File: config.mk
export PLATFORM = sky130hd
export DESIGN_NAME = cpu_top
export DESIGN_NICKNAME = d
export VERILOG_FILES = /design/src/logic/cpu_pkg.sv /design/src/logic/cpu_ifs.sv /design/src/logic/cpu_top.sv /design/src/logic/decode_stage.sv /design/src/logic/execute_stage.sv /design/src/logic/fetch_stage.sv /design/src/logic/memory_stage.sv
export VERILOG_INCLUDE_DIRS = /design/src /design/src/logic
export SDC_FILE = /design/constraint.sdc
export NUM_CORES = 2
export LEC_CHECK = 0
export BUFFER_PORTS_ARGS = -buffer_cell sky130_fd_sc_hd__buf_4
export CAP_MARGIN = 20
export CELL_PAD_IN_SITES_DETAIL_PLACEMENT = 2
export CELL_PAD_IN_SITES_GLOBAL_PLACEMENT = 2
export CORE_MARGIN = 10
export CORE_UTILIZATION = 33
export DETAILED_ROUTE_END_ITERATION = 8
export MAX_ROUTING_LAYER = met4
export PLACE_DENSITY_LB_ADDON = 0.3
export SYNTH_ARGS = -nofsm -noshare
export SYNTH_HDL_FRONTEND = slang
export SYNTH_HIERARCHICAL = 1
export SYNTH_SLANG_ARGS = --single-unit
File: constraint.sdc
create_clock -name clk -period 20.1 [get_ports clk]
set_input_delay 4.02 -clock clk [delete_from_list [all_inputs] [get_ports clk]]
set_output_delay 4.02 -clock clk [all_outputs]
set_load 0.1 [all_outputs]
File: src/logic/cpu_settings.svh
`ifndef CPU_SETTINGS_SVH
`define CPU_SETTINGS_SVH

// Datapath sizes
`define CPU_XLEN      32
`define CPU_NREGS     32
`define CPU_RA_W      5
`define CPU_OP_W      5
`define CPU_ALU_W     5
`define CPU_IMM_W     17
`define CPU_RESET_PC  32'd0

// Opcodes, anything else runs as a no-op
`define OP_NOP    5'd0
`define OP_LOADI  5'd1
`define OP_LOAD   5'd2
`define OP_STORE  5'd3
`define OP_ALU    5'd4
`define OP_JUMPZ  5'd5
`define OP_HALT   5'd6

// ALU function codes
`define ALU_ADD   5'd0
`define ALU_SUB   5'd1
`define ALU_AND   5'd2
`define ALU_OR    5'd3
`define ALU_XOR   5'd4
`define ALU_SLL   5'd5
`define ALU_SRL   5'd6
`define ALU_SLT   5'd7

`endif

File: src/logic/cpu_pkg.sv
package cpu_pkg;

`include "cpu_settings.svh"

   // Register view, rd = rs0 op rs1
   typedef struct packed {
      logic [`CPU_OP_W-1:0]  opcode;
      logic [`CPU_RA_W-1:0]  rd;
      logic [`CPU_RA_W-1:0]  rs0;
      logic [`CPU_RA_W-1:0]  rs1;
      logic [`CPU_ALU_W-1:0] alu_op;
      logic [`CPU_XLEN-`CPU_OP_W-3*`CPU_RA_W-`CPU_ALU_W-1:0] unused;
   } instr_reg_t;

   // Immediate view for loads, stores, jumps
   typedef struct packed {
      logic [`CPU_OP_W-1:0]  opcode;
      logic [`CPU_RA_W-1:0]  rd;
      logic [`CPU_RA_W-1:0]  rs0;
      logic [`CPU_IMM_W-1:0] imm;
   } instr_imm_t;

   typedef union packed {
      instr_reg_t r;
      instr_imm_t i;
   } instr_u;

endpackage

File: src/logic/cpu_ifs.sv
`timescale 1ns/1ps
`include "cpu_settings.svh"

// Fetch to decode, stall is the only back-pressure in the core
interface fetch_dec_if;
   logic                 valid;
   logic [`CPU_XLEN-1:0] pc;
   logic [`CPU_XLEN-1:0] instr;
   logic                 stall;

   modport fetch (output valid, pc, instr, input stall);
   modport decode (input valid, pc, instr, output stall);
endinterface

// Decoded item with both register operands
interface dec_exe_if;
   logic                 valid;
   logic [`CPU_XLEN-1:0] pc;
   logic [`CPU_XLEN-1:0] instr;
   logic [`CPU_XLEN-1:0] val_a;
   logic [`CPU_XLEN-1:0] val_b;

   modport source (output valid, pc, instr, val_a, val_b);
   modport sink (input valid, pc, instr, val_a, val_b);
endinterface

interface exe_mem_if;
   logic                 valid;
   logic [`CPU_OP_W-1:0] opcode;
   logic [`CPU_RA_W-1:0] rd;
   // ALU output, memory address or immediate
   logic [`CPU_XLEN-1:0] result;
   logic [`CPU_XLEN-1:0] store_data;

   modport source (output valid, opcode, rd, result, store_data);
   modport sink (input valid, opcode, rd, result, store_data);
endinterface

// Write back into the register file and scoreboard
interface wb_if;
   logic                 valid;
   logic                 we;
   logic [`CPU_RA_W-1:0] rd;
   logic [`CPU_XLEN-1:0] data;
   logic                 halt;

   modport source (output valid, we, rd, data, halt);
   modport sink (input valid, we, rd, data, halt);
endinterface

File: src/logic/cpu_top.sv
`timescale 1ns/1ps
`include "cpu_settings.svh"

module cpu_top (
   input  logic                 clk,
   input  logic                 rst_n,
   output logic [`CPU_XLEN-1:0] imem_addr,
   input  logic [`CPU_XLEN-1:0] imem_data,
   output logic [`CPU_XLEN-1:0] dmem_addr,
   output logic [`CPU_XLEN-1:0] dmem_wdata,
   output logic                 dmem_we,
   input  logic [`CPU_XLEN-1:0] dmem_rdata,
   output logic                 halted
);

   // Jump resolved in execute
   logic                 redirect;
   logic [`CPU_XLEN-1:0] redirect_pc;

   fetch_dec_if fd_bus ();
   dec_exe_if   de_bus ();
   exe_mem_if   em_bus ();
   wb_if        wb_bus ();

   fetch_stage fetch_i (
      .clk         (clk),
      .rst_n       (rst_n),
      .redirect    (redirect),
      .redirect_pc (redirect_pc),
      .imem_addr   (imem_addr),
      .imem_data   (imem_data),
      .fd          (fd_bus.fetch)
   );

   decode_stage decode_i (
      .clk      (clk),
      .rst_n    (rst_n),
      .redirect (redirect),
      .fd       (fd_bus.decode),
      .de       (de_bus.source),
      .wb       (wb_bus.sink)
   );

   execute_stage execute_i (
      .clk         (clk),
      .rst_n       (rst_n),
      .de          (de_bus.sink),
      .em          (em_bus.source),
      .redirect    (redirect),
      .redirect_pc (redirect_pc)
   );

   memory_stage memory_i (
      .clk        (clk),
      .rst_n      (rst_n),
      .em         (em_bus.sink),
      .wb         (wb_bus.source),
      .dmem_addr  (dmem_addr),
      .dmem_wdata (dmem_wdata),
      .dmem_we    (dmem_we),
      .dmem_rdata (dmem_rdata),
      .halted     (halted)
   );

endmodule

File: src/logic/decode_stage.sv
`timescale 1ns/1ps
`include "cpu_settings.svh"

module decode_stage import cpu_pkg::*; (
   input  logic        clk,
   input  logic        rst_n,
   input  logic        redirect,
   fetch_dec_if.decode fd,
   dec_exe_if.source   de,
   wb_if.sink          wb
);

   logic [`CPU_XLEN-1:0]  regs [`CPU_NREGS];
   logic [`CPU_NREGS-1:0] pending;
   logic [`CPU_NREGS-1:0] wb_clear;
   logic [`CPU_NREGS-1:0] busy;
   logic [`CPU_NREGS-1:0] issue_set;
   logic                  halt_sent;
   instr_u                ins;
   logic [`CPU_OP_W-1:0]  opcode;
   logic [`CPU_RA_W-1:0]  src_b;
   logic [`CPU_XLEN-1:0]  val_a;
   logic [`CPU_XLEN-1:0]  val_b;
   logic                  chk_rs0;
   logic                  chk_rs1;
   logic                  chk_rd;
   logic                  writes_rd;
   logic                  hazard;
   logic                  is_halt;
   logic                  issue;
   logic                  wb_write;

   // r0 reads zero, a write in this cycle passes through
   function automatic logic [`CPU_XLEN-1:0] read_reg(input logic [`CPU_RA_W-1:0] ra);
      if (ra == '0) begin
         return '0;
      end
      if (wb_write && wb.rd == ra) begin
         return wb.data;
      end
      return regs[ra];
   endfunction

   assign ins    = fd.instr;
   assign opcode = ins.i.opcode;
   // Second source is rs1 for ALU ops and rd otherwise
   assign src_b  = (opcode == `OP_ALU) ? ins.r.rs1 : ins.i.rd;

   always_comb begin
      val_a = read_reg(ins.i.rs0);
      val_b = read_reg(src_b);
   end

   // Which registers the held word depends on
   always_comb begin
      chk_rs0   = 1'b0;
      chk_rs1   = 1'b0;
      chk_rd    = 1'b0;
      writes_rd = 1'b0;
      case (opcode)
         `OP_LOADI: begin
            chk_rd    = 1'b1;
            writes_rd = 1'b1;
         end
         `OP_LOAD: begin
            chk_rs0   = 1'b1;
            chk_rd    = 1'b1;
            writes_rd = 1'b1;
         end
         `OP_STORE, `OP_JUMPZ: begin
            chk_rs0 = 1'b1;
            chk_rd  = 1'b1;
         end
         `OP_ALU: begin
            chk_rs0   = 1'b1;
            chk_rs1   = 1'b1;
            chk_rd    = 1'b1;
            writes_rd = 1'b1;
         end
         default: ;
      endcase
   end

   // Scoreboard bits retiring this cycle no longer block
   assign wb_write = wb.valid && wb.we;

   always_comb begin
      wb_clear = '0;
      if (wb_write) begin
         wb_clear[wb.rd] = 1'b1;
      end
   end

   assign busy    = pending & ~wb_clear;
   // rd check also keeps two writes to one register in order
   assign hazard  = (chk_rs0 && busy[ins.i.rs0]) || (chk_rs1 && busy[ins.r.rs1])
                 || (chk_rd && busy[ins.i.rd]);
   assign is_halt = (opcode == `OP_HALT);

   // HALT goes down once, then decode sits on it
   assign fd.stall = fd.valid && (hazard || is_halt);
   assign issue    = fd.valid && !hazard && !halt_sent && !redirect;

   always_comb begin
      issue_set = '0;
      if (issue && writes_rd && ins.i.rd != '0) begin
         issue_set[ins.i.rd] = 1'b1;
      end
   end

   always_ff @(posedge clk) begin
      if (wb_write && wb.rd != '0) begin
         regs[wb.rd] <= wb.data;
      end
   end

   always_ff @(posedge clk) begin
      if (!rst_n) begin
         pending   <= '0;
         halt_sent <= 1'b0;
         de.valid  <= 1'b0;
      end else begin
         pending  <= busy | issue_set;
         de.valid <= issue;
         if (issue && is_halt) begin
            halt_sent <= 1'b1;
         end
      end
   end

   always_ff @(posedge clk) begin
      if (issue) begin
         de.pc    <= fd.pc;
         de.instr <= fd.instr;
         de.val_a <= val_a;
         de.val_b <= val_b;
      end
   end

endmodule

File: src/logic/execute_stage.sv
`timescale 1ns/1ps
`include "cpu_settings.svh"

module execute_stage import cpu_pkg::*; (
   input  logic                 clk,
   input  logic                 rst_n,
   dec_exe_if.sink              de,
   exe_mem_if.source            em,
   output logic                 redirect,
   output logic [`CPU_XLEN-1:0] redirect_pc
);

   localparam int SHAMT_W = $clog2(`CPU_XLEN);

   instr_u               ins;
   logic [`CPU_XLEN-1:0] imm_ext;
   logic [`CPU_XLEN-1:0] addr;
   logic [`CPU_XLEN-1:0] alu_out;
   logic [`CPU_XLEN-1:0] result;
   logic [SHAMT_W-1:0]   shamt;

   assign ins     = de.instr;
   assign imm_ext = {{(`CPU_XLEN-`CPU_IMM_W){ins.i.imm[`CPU_IMM_W-1]}}, ins.i.imm};
   // Shared by loads, stores and the jump target
   assign addr    = de.val_a + imm_ext;
   assign shamt   = de.val_b[SHAMT_W-1:0];

   always_comb begin
      case (ins.r.alu_op)
         `ALU_ADD: alu_out = de.val_a + de.val_b;
         `ALU_SUB: alu_out = de.val_a - de.val_b;
         `ALU_AND: alu_out = de.val_a & de.val_b;
         `ALU_OR:  alu_out = de.val_a | de.val_b;
         `ALU_XOR: alu_out = de.val_a ^ de.val_b;
         `ALU_SLL: alu_out = de.val_a << shamt;
         `ALU_SRL: alu_out = de.val_a >> shamt;
         `ALU_SLT: alu_out = {{(`CPU_XLEN-1){1'b0}}, $signed(de.val_a) < $signed(de.val_b)};
         default:  alu_out = '0;
      endcase
   end

   always_comb begin
      case (ins.i.opcode)
         `OP_LOADI:           result = imm_ext;
         `OP_LOAD, `OP_STORE: result = addr;
         `OP_ALU:             result = alu_out;
         // Non-data ops carry their own PC down the pipe
         default:             result = de.pc;
      endcase
   end

   // Taken jump, decode and fetch drop the two younger words
   assign redirect    = de.valid && ins.i.opcode == `OP_JUMPZ && de.val_b == '0;
   assign redirect_pc = addr;

   always_ff @(posedge clk) begin
      if (!rst_n) begin
         em.valid <= 1'b0;
      end else begin
         em.valid <= de.valid;
      end
   end

   always_ff @(posedge clk) begin
      em.opcode     <= ins.i.opcode;
      em.rd         <= ins.i.rd;
      em.result     <= result;
      em.store_data <= de.val_b;
   end

endmodule

File: src/logic/fetch_stage.sv
`timescale 1ns/1ps
`include "cpu_settings.svh"

module fetch_stage (
   input  logic                 clk,
   input  logic                 rst_n,
   input  logic                 redirect,
   input  logic [`CPU_XLEN-1:0] redirect_pc,
   output logic [`CPU_XLEN-1:0] imem_addr,
   input  logic [`CPU_XLEN-1:0] imem_data,
   fetch_dec_if.fetch           fd
);

   logic [`CPU_XLEN-1:0] pc;

   // Instruction memory answers in the same cycle
   assign imem_addr = pc;

   // PC and valid flag
   always_ff @(posedge clk) begin
      if (!rst_n) begin
         pc       <= `CPU_RESET_PC;
         fd.valid <= 1'b0;
      end else if (redirect) begin
         // Word in flight is younger than the jump
         pc       <= redirect_pc;
         fd.valid <= 1'b0;
      end else if (!fd.stall) begin
         pc       <= pc + 1'b1;
         fd.valid <= 1'b1;
      end
   end

   // Fetched word, held while decode stalls
   always_ff @(posedge clk) begin
      if (!fd.stall) begin
         fd.pc    <= pc;
         fd.instr <= imem_data;
      end
   end

endmodule

File: src/logic/memory_stage.sv
`timescale 1ns/1ps
`include "cpu_settings.svh"

module memory_stage (
   input  logic                 clk,
   input  logic                 rst_n,
   exe_mem_if.sink              em,
   wb_if.source                 wb,
   output logic [`CPU_XLEN-1:0] dmem_addr,
   output logic [`CPU_XLEN-1:0] dmem_wdata,
   output logic                 dmem_we,
   input  logic [`CPU_XLEN-1:0] dmem_rdata,
   output logic                 halted
);

   logic is_load;

   // Data memory reads in this cycle, the write lands on the edge
   assign dmem_addr  = em.result;
   assign dmem_wdata = em.store_data;
   assign dmem_we    = em.valid && em.opcode == `OP_STORE;

   assign is_load = (em.opcode == `OP_LOAD);

   assign wb.valid = em.valid;
   assign wb.rd    = em.rd;
   assign wb.data  = is_load ? dmem_rdata : em.result;
   assign wb.halt  = em.valid && em.opcode == `OP_HALT;

   always_comb begin
      case (em.opcode)
         `OP_LOADI, `OP_LOAD, `OP_ALU: wb.we = em.valid;
         default:                      wb.we = 1'b0;
      endcase
   end

   // Sticky until the next reset
   always_ff @(posedge clk) begin
      if (!rst_n) begin
         halted <= 1'b0;
      end else if (wb.halt) begin
         halted <= 1'b1;
      end
   end

endmodule

==> metrics.md <==
| Metric | Value |
|---|---|
| Status | complete, no violations |
| Maximum vdd drop | 0.0942 mV |
| Number of nets in the final layout | 5931 |
| RR Startpoint | execute_i/em.valid$_SDFF_PN0_ |
| Worst EP arrival | 2.29 ns |
| FF-to-FF path depth | 15 |
| Crit end category | output port |
| Worst Skew | 0.0599 ns |
| Layout cells sized above 1 | 18.2% |
| Root Driver | clkbuf_16 |
| Synth Instances | 5731 |
| I/O pin count | 164 |
| Synthesis-to-finish area growth | 12.8% |
| Die ar. | 237000 sq um |
| Core area | 217000 sq um |
| Max-slew violations | 0 |
| DR vias | 54800 |
| Num CTS Buffers | 153 |
| Mean number of vias per cell | 6.29 |
| WL final | 313000 um |
| Worst-Margin Slew | 1.25 ns |
| Tcrit/Tclk final | 31.4% |
| Vias in the first global route | 57600 |
| Final hold violation count | 0 |
| Hold-fix buffers at CTS | 0 |
| # clock sinks | 1354 |
| Port bufs | 163 |
| Routed WL per cell | 36.0 um |
| Drt pass-1 iters | 6 |
| Clock slew at reported path FFs | 0.06 ns |
| Die extent in y | 487 um |
| Drc violations | 0 |
| CP Max Fanout | 7 |
| Initial antenna violation count | 12 |
| Final min period | 6.31 ns |
| RSZ-0062 raised after global routing | false |
| Setup TNS | 0 ns |
| Post-Syn Area | 71900 sq um |
| Syn avg cell area | 12.5 sq um |
| Finished Layout Cells | 8712 |
| Post-DP HPWL | 195000 um |
| Hold depth | 0 |
| Relative slew slack | 16.8% |
| Type of the worst setup path | reg -> out |
| Max Fclk | 0.159 GHz |
| Leakage | 0.0279 uW |
| Post-route ant nets | 0 |
| Die X | 487 um |
| WHS | 0.342 ns |
| Final setup margin | 13.79 ns |
| Placed Cells | 8427 |
| Overflow after GRT | 0 |
| Reg2reg setup slack | 14.21 ns |
| Hold Path Origin | decode_i/de.instr[22]$_DFFE_PP_ |
| Drt initial violations | 6061 |
| Largest register FFs | 1024 |
| Final setup fails | 0 |
| Clk buf depth | 3 |
| Reg with most FFs | decode_i/regs |
| First-pass GRT wire length | 442000 um |
| FP Rows | 171 |
| Power density over cell area | 105 nW/um^2 |
| Max_cap viols | 0 |
| Worst hold path type | reg -> reg |
| Total track usage | 26.3% |
| H-Tree Depth | 4 |
| Worst Setup Start Kind | register |
| Worst-Skew Late Latency | 0.85 ns |
| Initial Util | 33.1% |
| Worst Hold Endpoint | execute_i/em.rd[0]$_DFF_P_ |
| YS warnings | 6 |
| Post-CTS Setup Bufs | 0 |
| CTS tree | built |
| Gpl congestion | 0.933 |
| Worst EP required | 16.08 ns |
| Post-place setup slack | 13.08 ns |
| Reg-to-reg critical path endpoint | fetch_i/imem_addr[19]$_SDFFE_PN0P_ |
| Post_cts resized | 0 |
| Largest net degree at the start of global routing | 146 |
area by class of cell:
cell class                 instances  area [sq um]
antenna                            6          15.0
clock buffer                     195          4080
clock inverter                    84           992
fill                           22100        136000
inverter                         145           549
multi-input combinational       3762         30300
sequential                      1354         39200
tap                             2854          3570
timing repair buffer             312          2420
metrics by stage:
stage / instance area (sq um) / utilization, % / total power (uW)
3_3_place_gp: 76000 / 35.0 / 5600
5_1_grt: 81100 / 37.4 / 8760
3_5_place_dp: 76000 / 35.0 / 5650
4_1_cts: 81100 / 37.4 / 8510
6_report: 81100 / 37.4 / 8500
2_1_floorplan: 72000 / - / 4800
power breakdown:
group / switching, uW / internal (uW) / leakage, uW / total (uW)
registers: 137 / 3280 / 0.0124 / 3410
logic: 1580 / 647 / 0.0130 / 2230
clock network: 1250 / 1610 / 0.00245 / 2860
cell usage in the layout, fill, tap and decap left out, types with 32 or more instances in the layout:
| cell | n |
|---|---|
| nand3_1 | 162 |
| a31oi_1 | 32 |
| and3_1 | 71 |
| a311oi_1 | 136 |
| a21oi_1 | 221 |
| mux2i_1 | 215 |
| or3_1 | 48 |
| clkbuf_16 | 155 |
| ha_1 | 134 |
| nor2_1 | 228 |
| xnor2_1 | 49 |
| nand2_1 | 856 |
| o21ai_0 | 176 |
| nor2_4 | 34 |
| conb_1 | 32 |
| o22ai_1 | 38 |
| o32ai_1 | 41 |
| edfxtp_1 | 1211 |
| nor3_1 | 56 |
| nor4_1 | 34 |
| a32oi_1 | 128 |
| a211oi_1 | 106 |
| clkbuf_1 | 34 |
| buf_4 | 306 |
| mux4_2 | 357 |
| inv_1 | 136 |
| dfxtp_1 | 143 |
layer usage:
layer	global-route usage (%)	vias to the layer above	part of all wire (%)
li1	-	22400	-
met4	10.6	0	4.6
met1	32.3	29400	40
met2	43.4	2426	49
met5	-	-	0
met3	3.93	645	6.6
worst max path at each step:
| stage | start | end | cells past startpoint |
|---|---|---|---|
| 6_report | execute_i/em.valid$_SDFF_PN0_ | dmem_we | 3 |
| 3_5_place_dp | rst_n | decode_i/pending[26]$_SDFF_PN0_ | 6 |
| 3_3_place_gp | rst_n | decode_i/pending[27]$_SDFF_PN0_ | 6 |
| 2_1_floorplan | execute_i/em.opcode[0]$_DFF_P_ | decode_i/de.instr[0]$_DFFE_PP_ | 12 |
| 4_1_cts | execute_i/em.valid$_SDFF_PN0_ | dmem_we | 3 |
| 5_1_grt | execute_i/em.valid$_SDFF_PN0_ | dmem_we | 3 |
worst max-delay path: stages, from the launching register on:
cell and delay [ns]:
dfxtp_1 0.46, nand2b_1 0.16, nor4_1 0.44, buf_4 0.40
No activity file was read; power rests on OpenSTA's default activity.
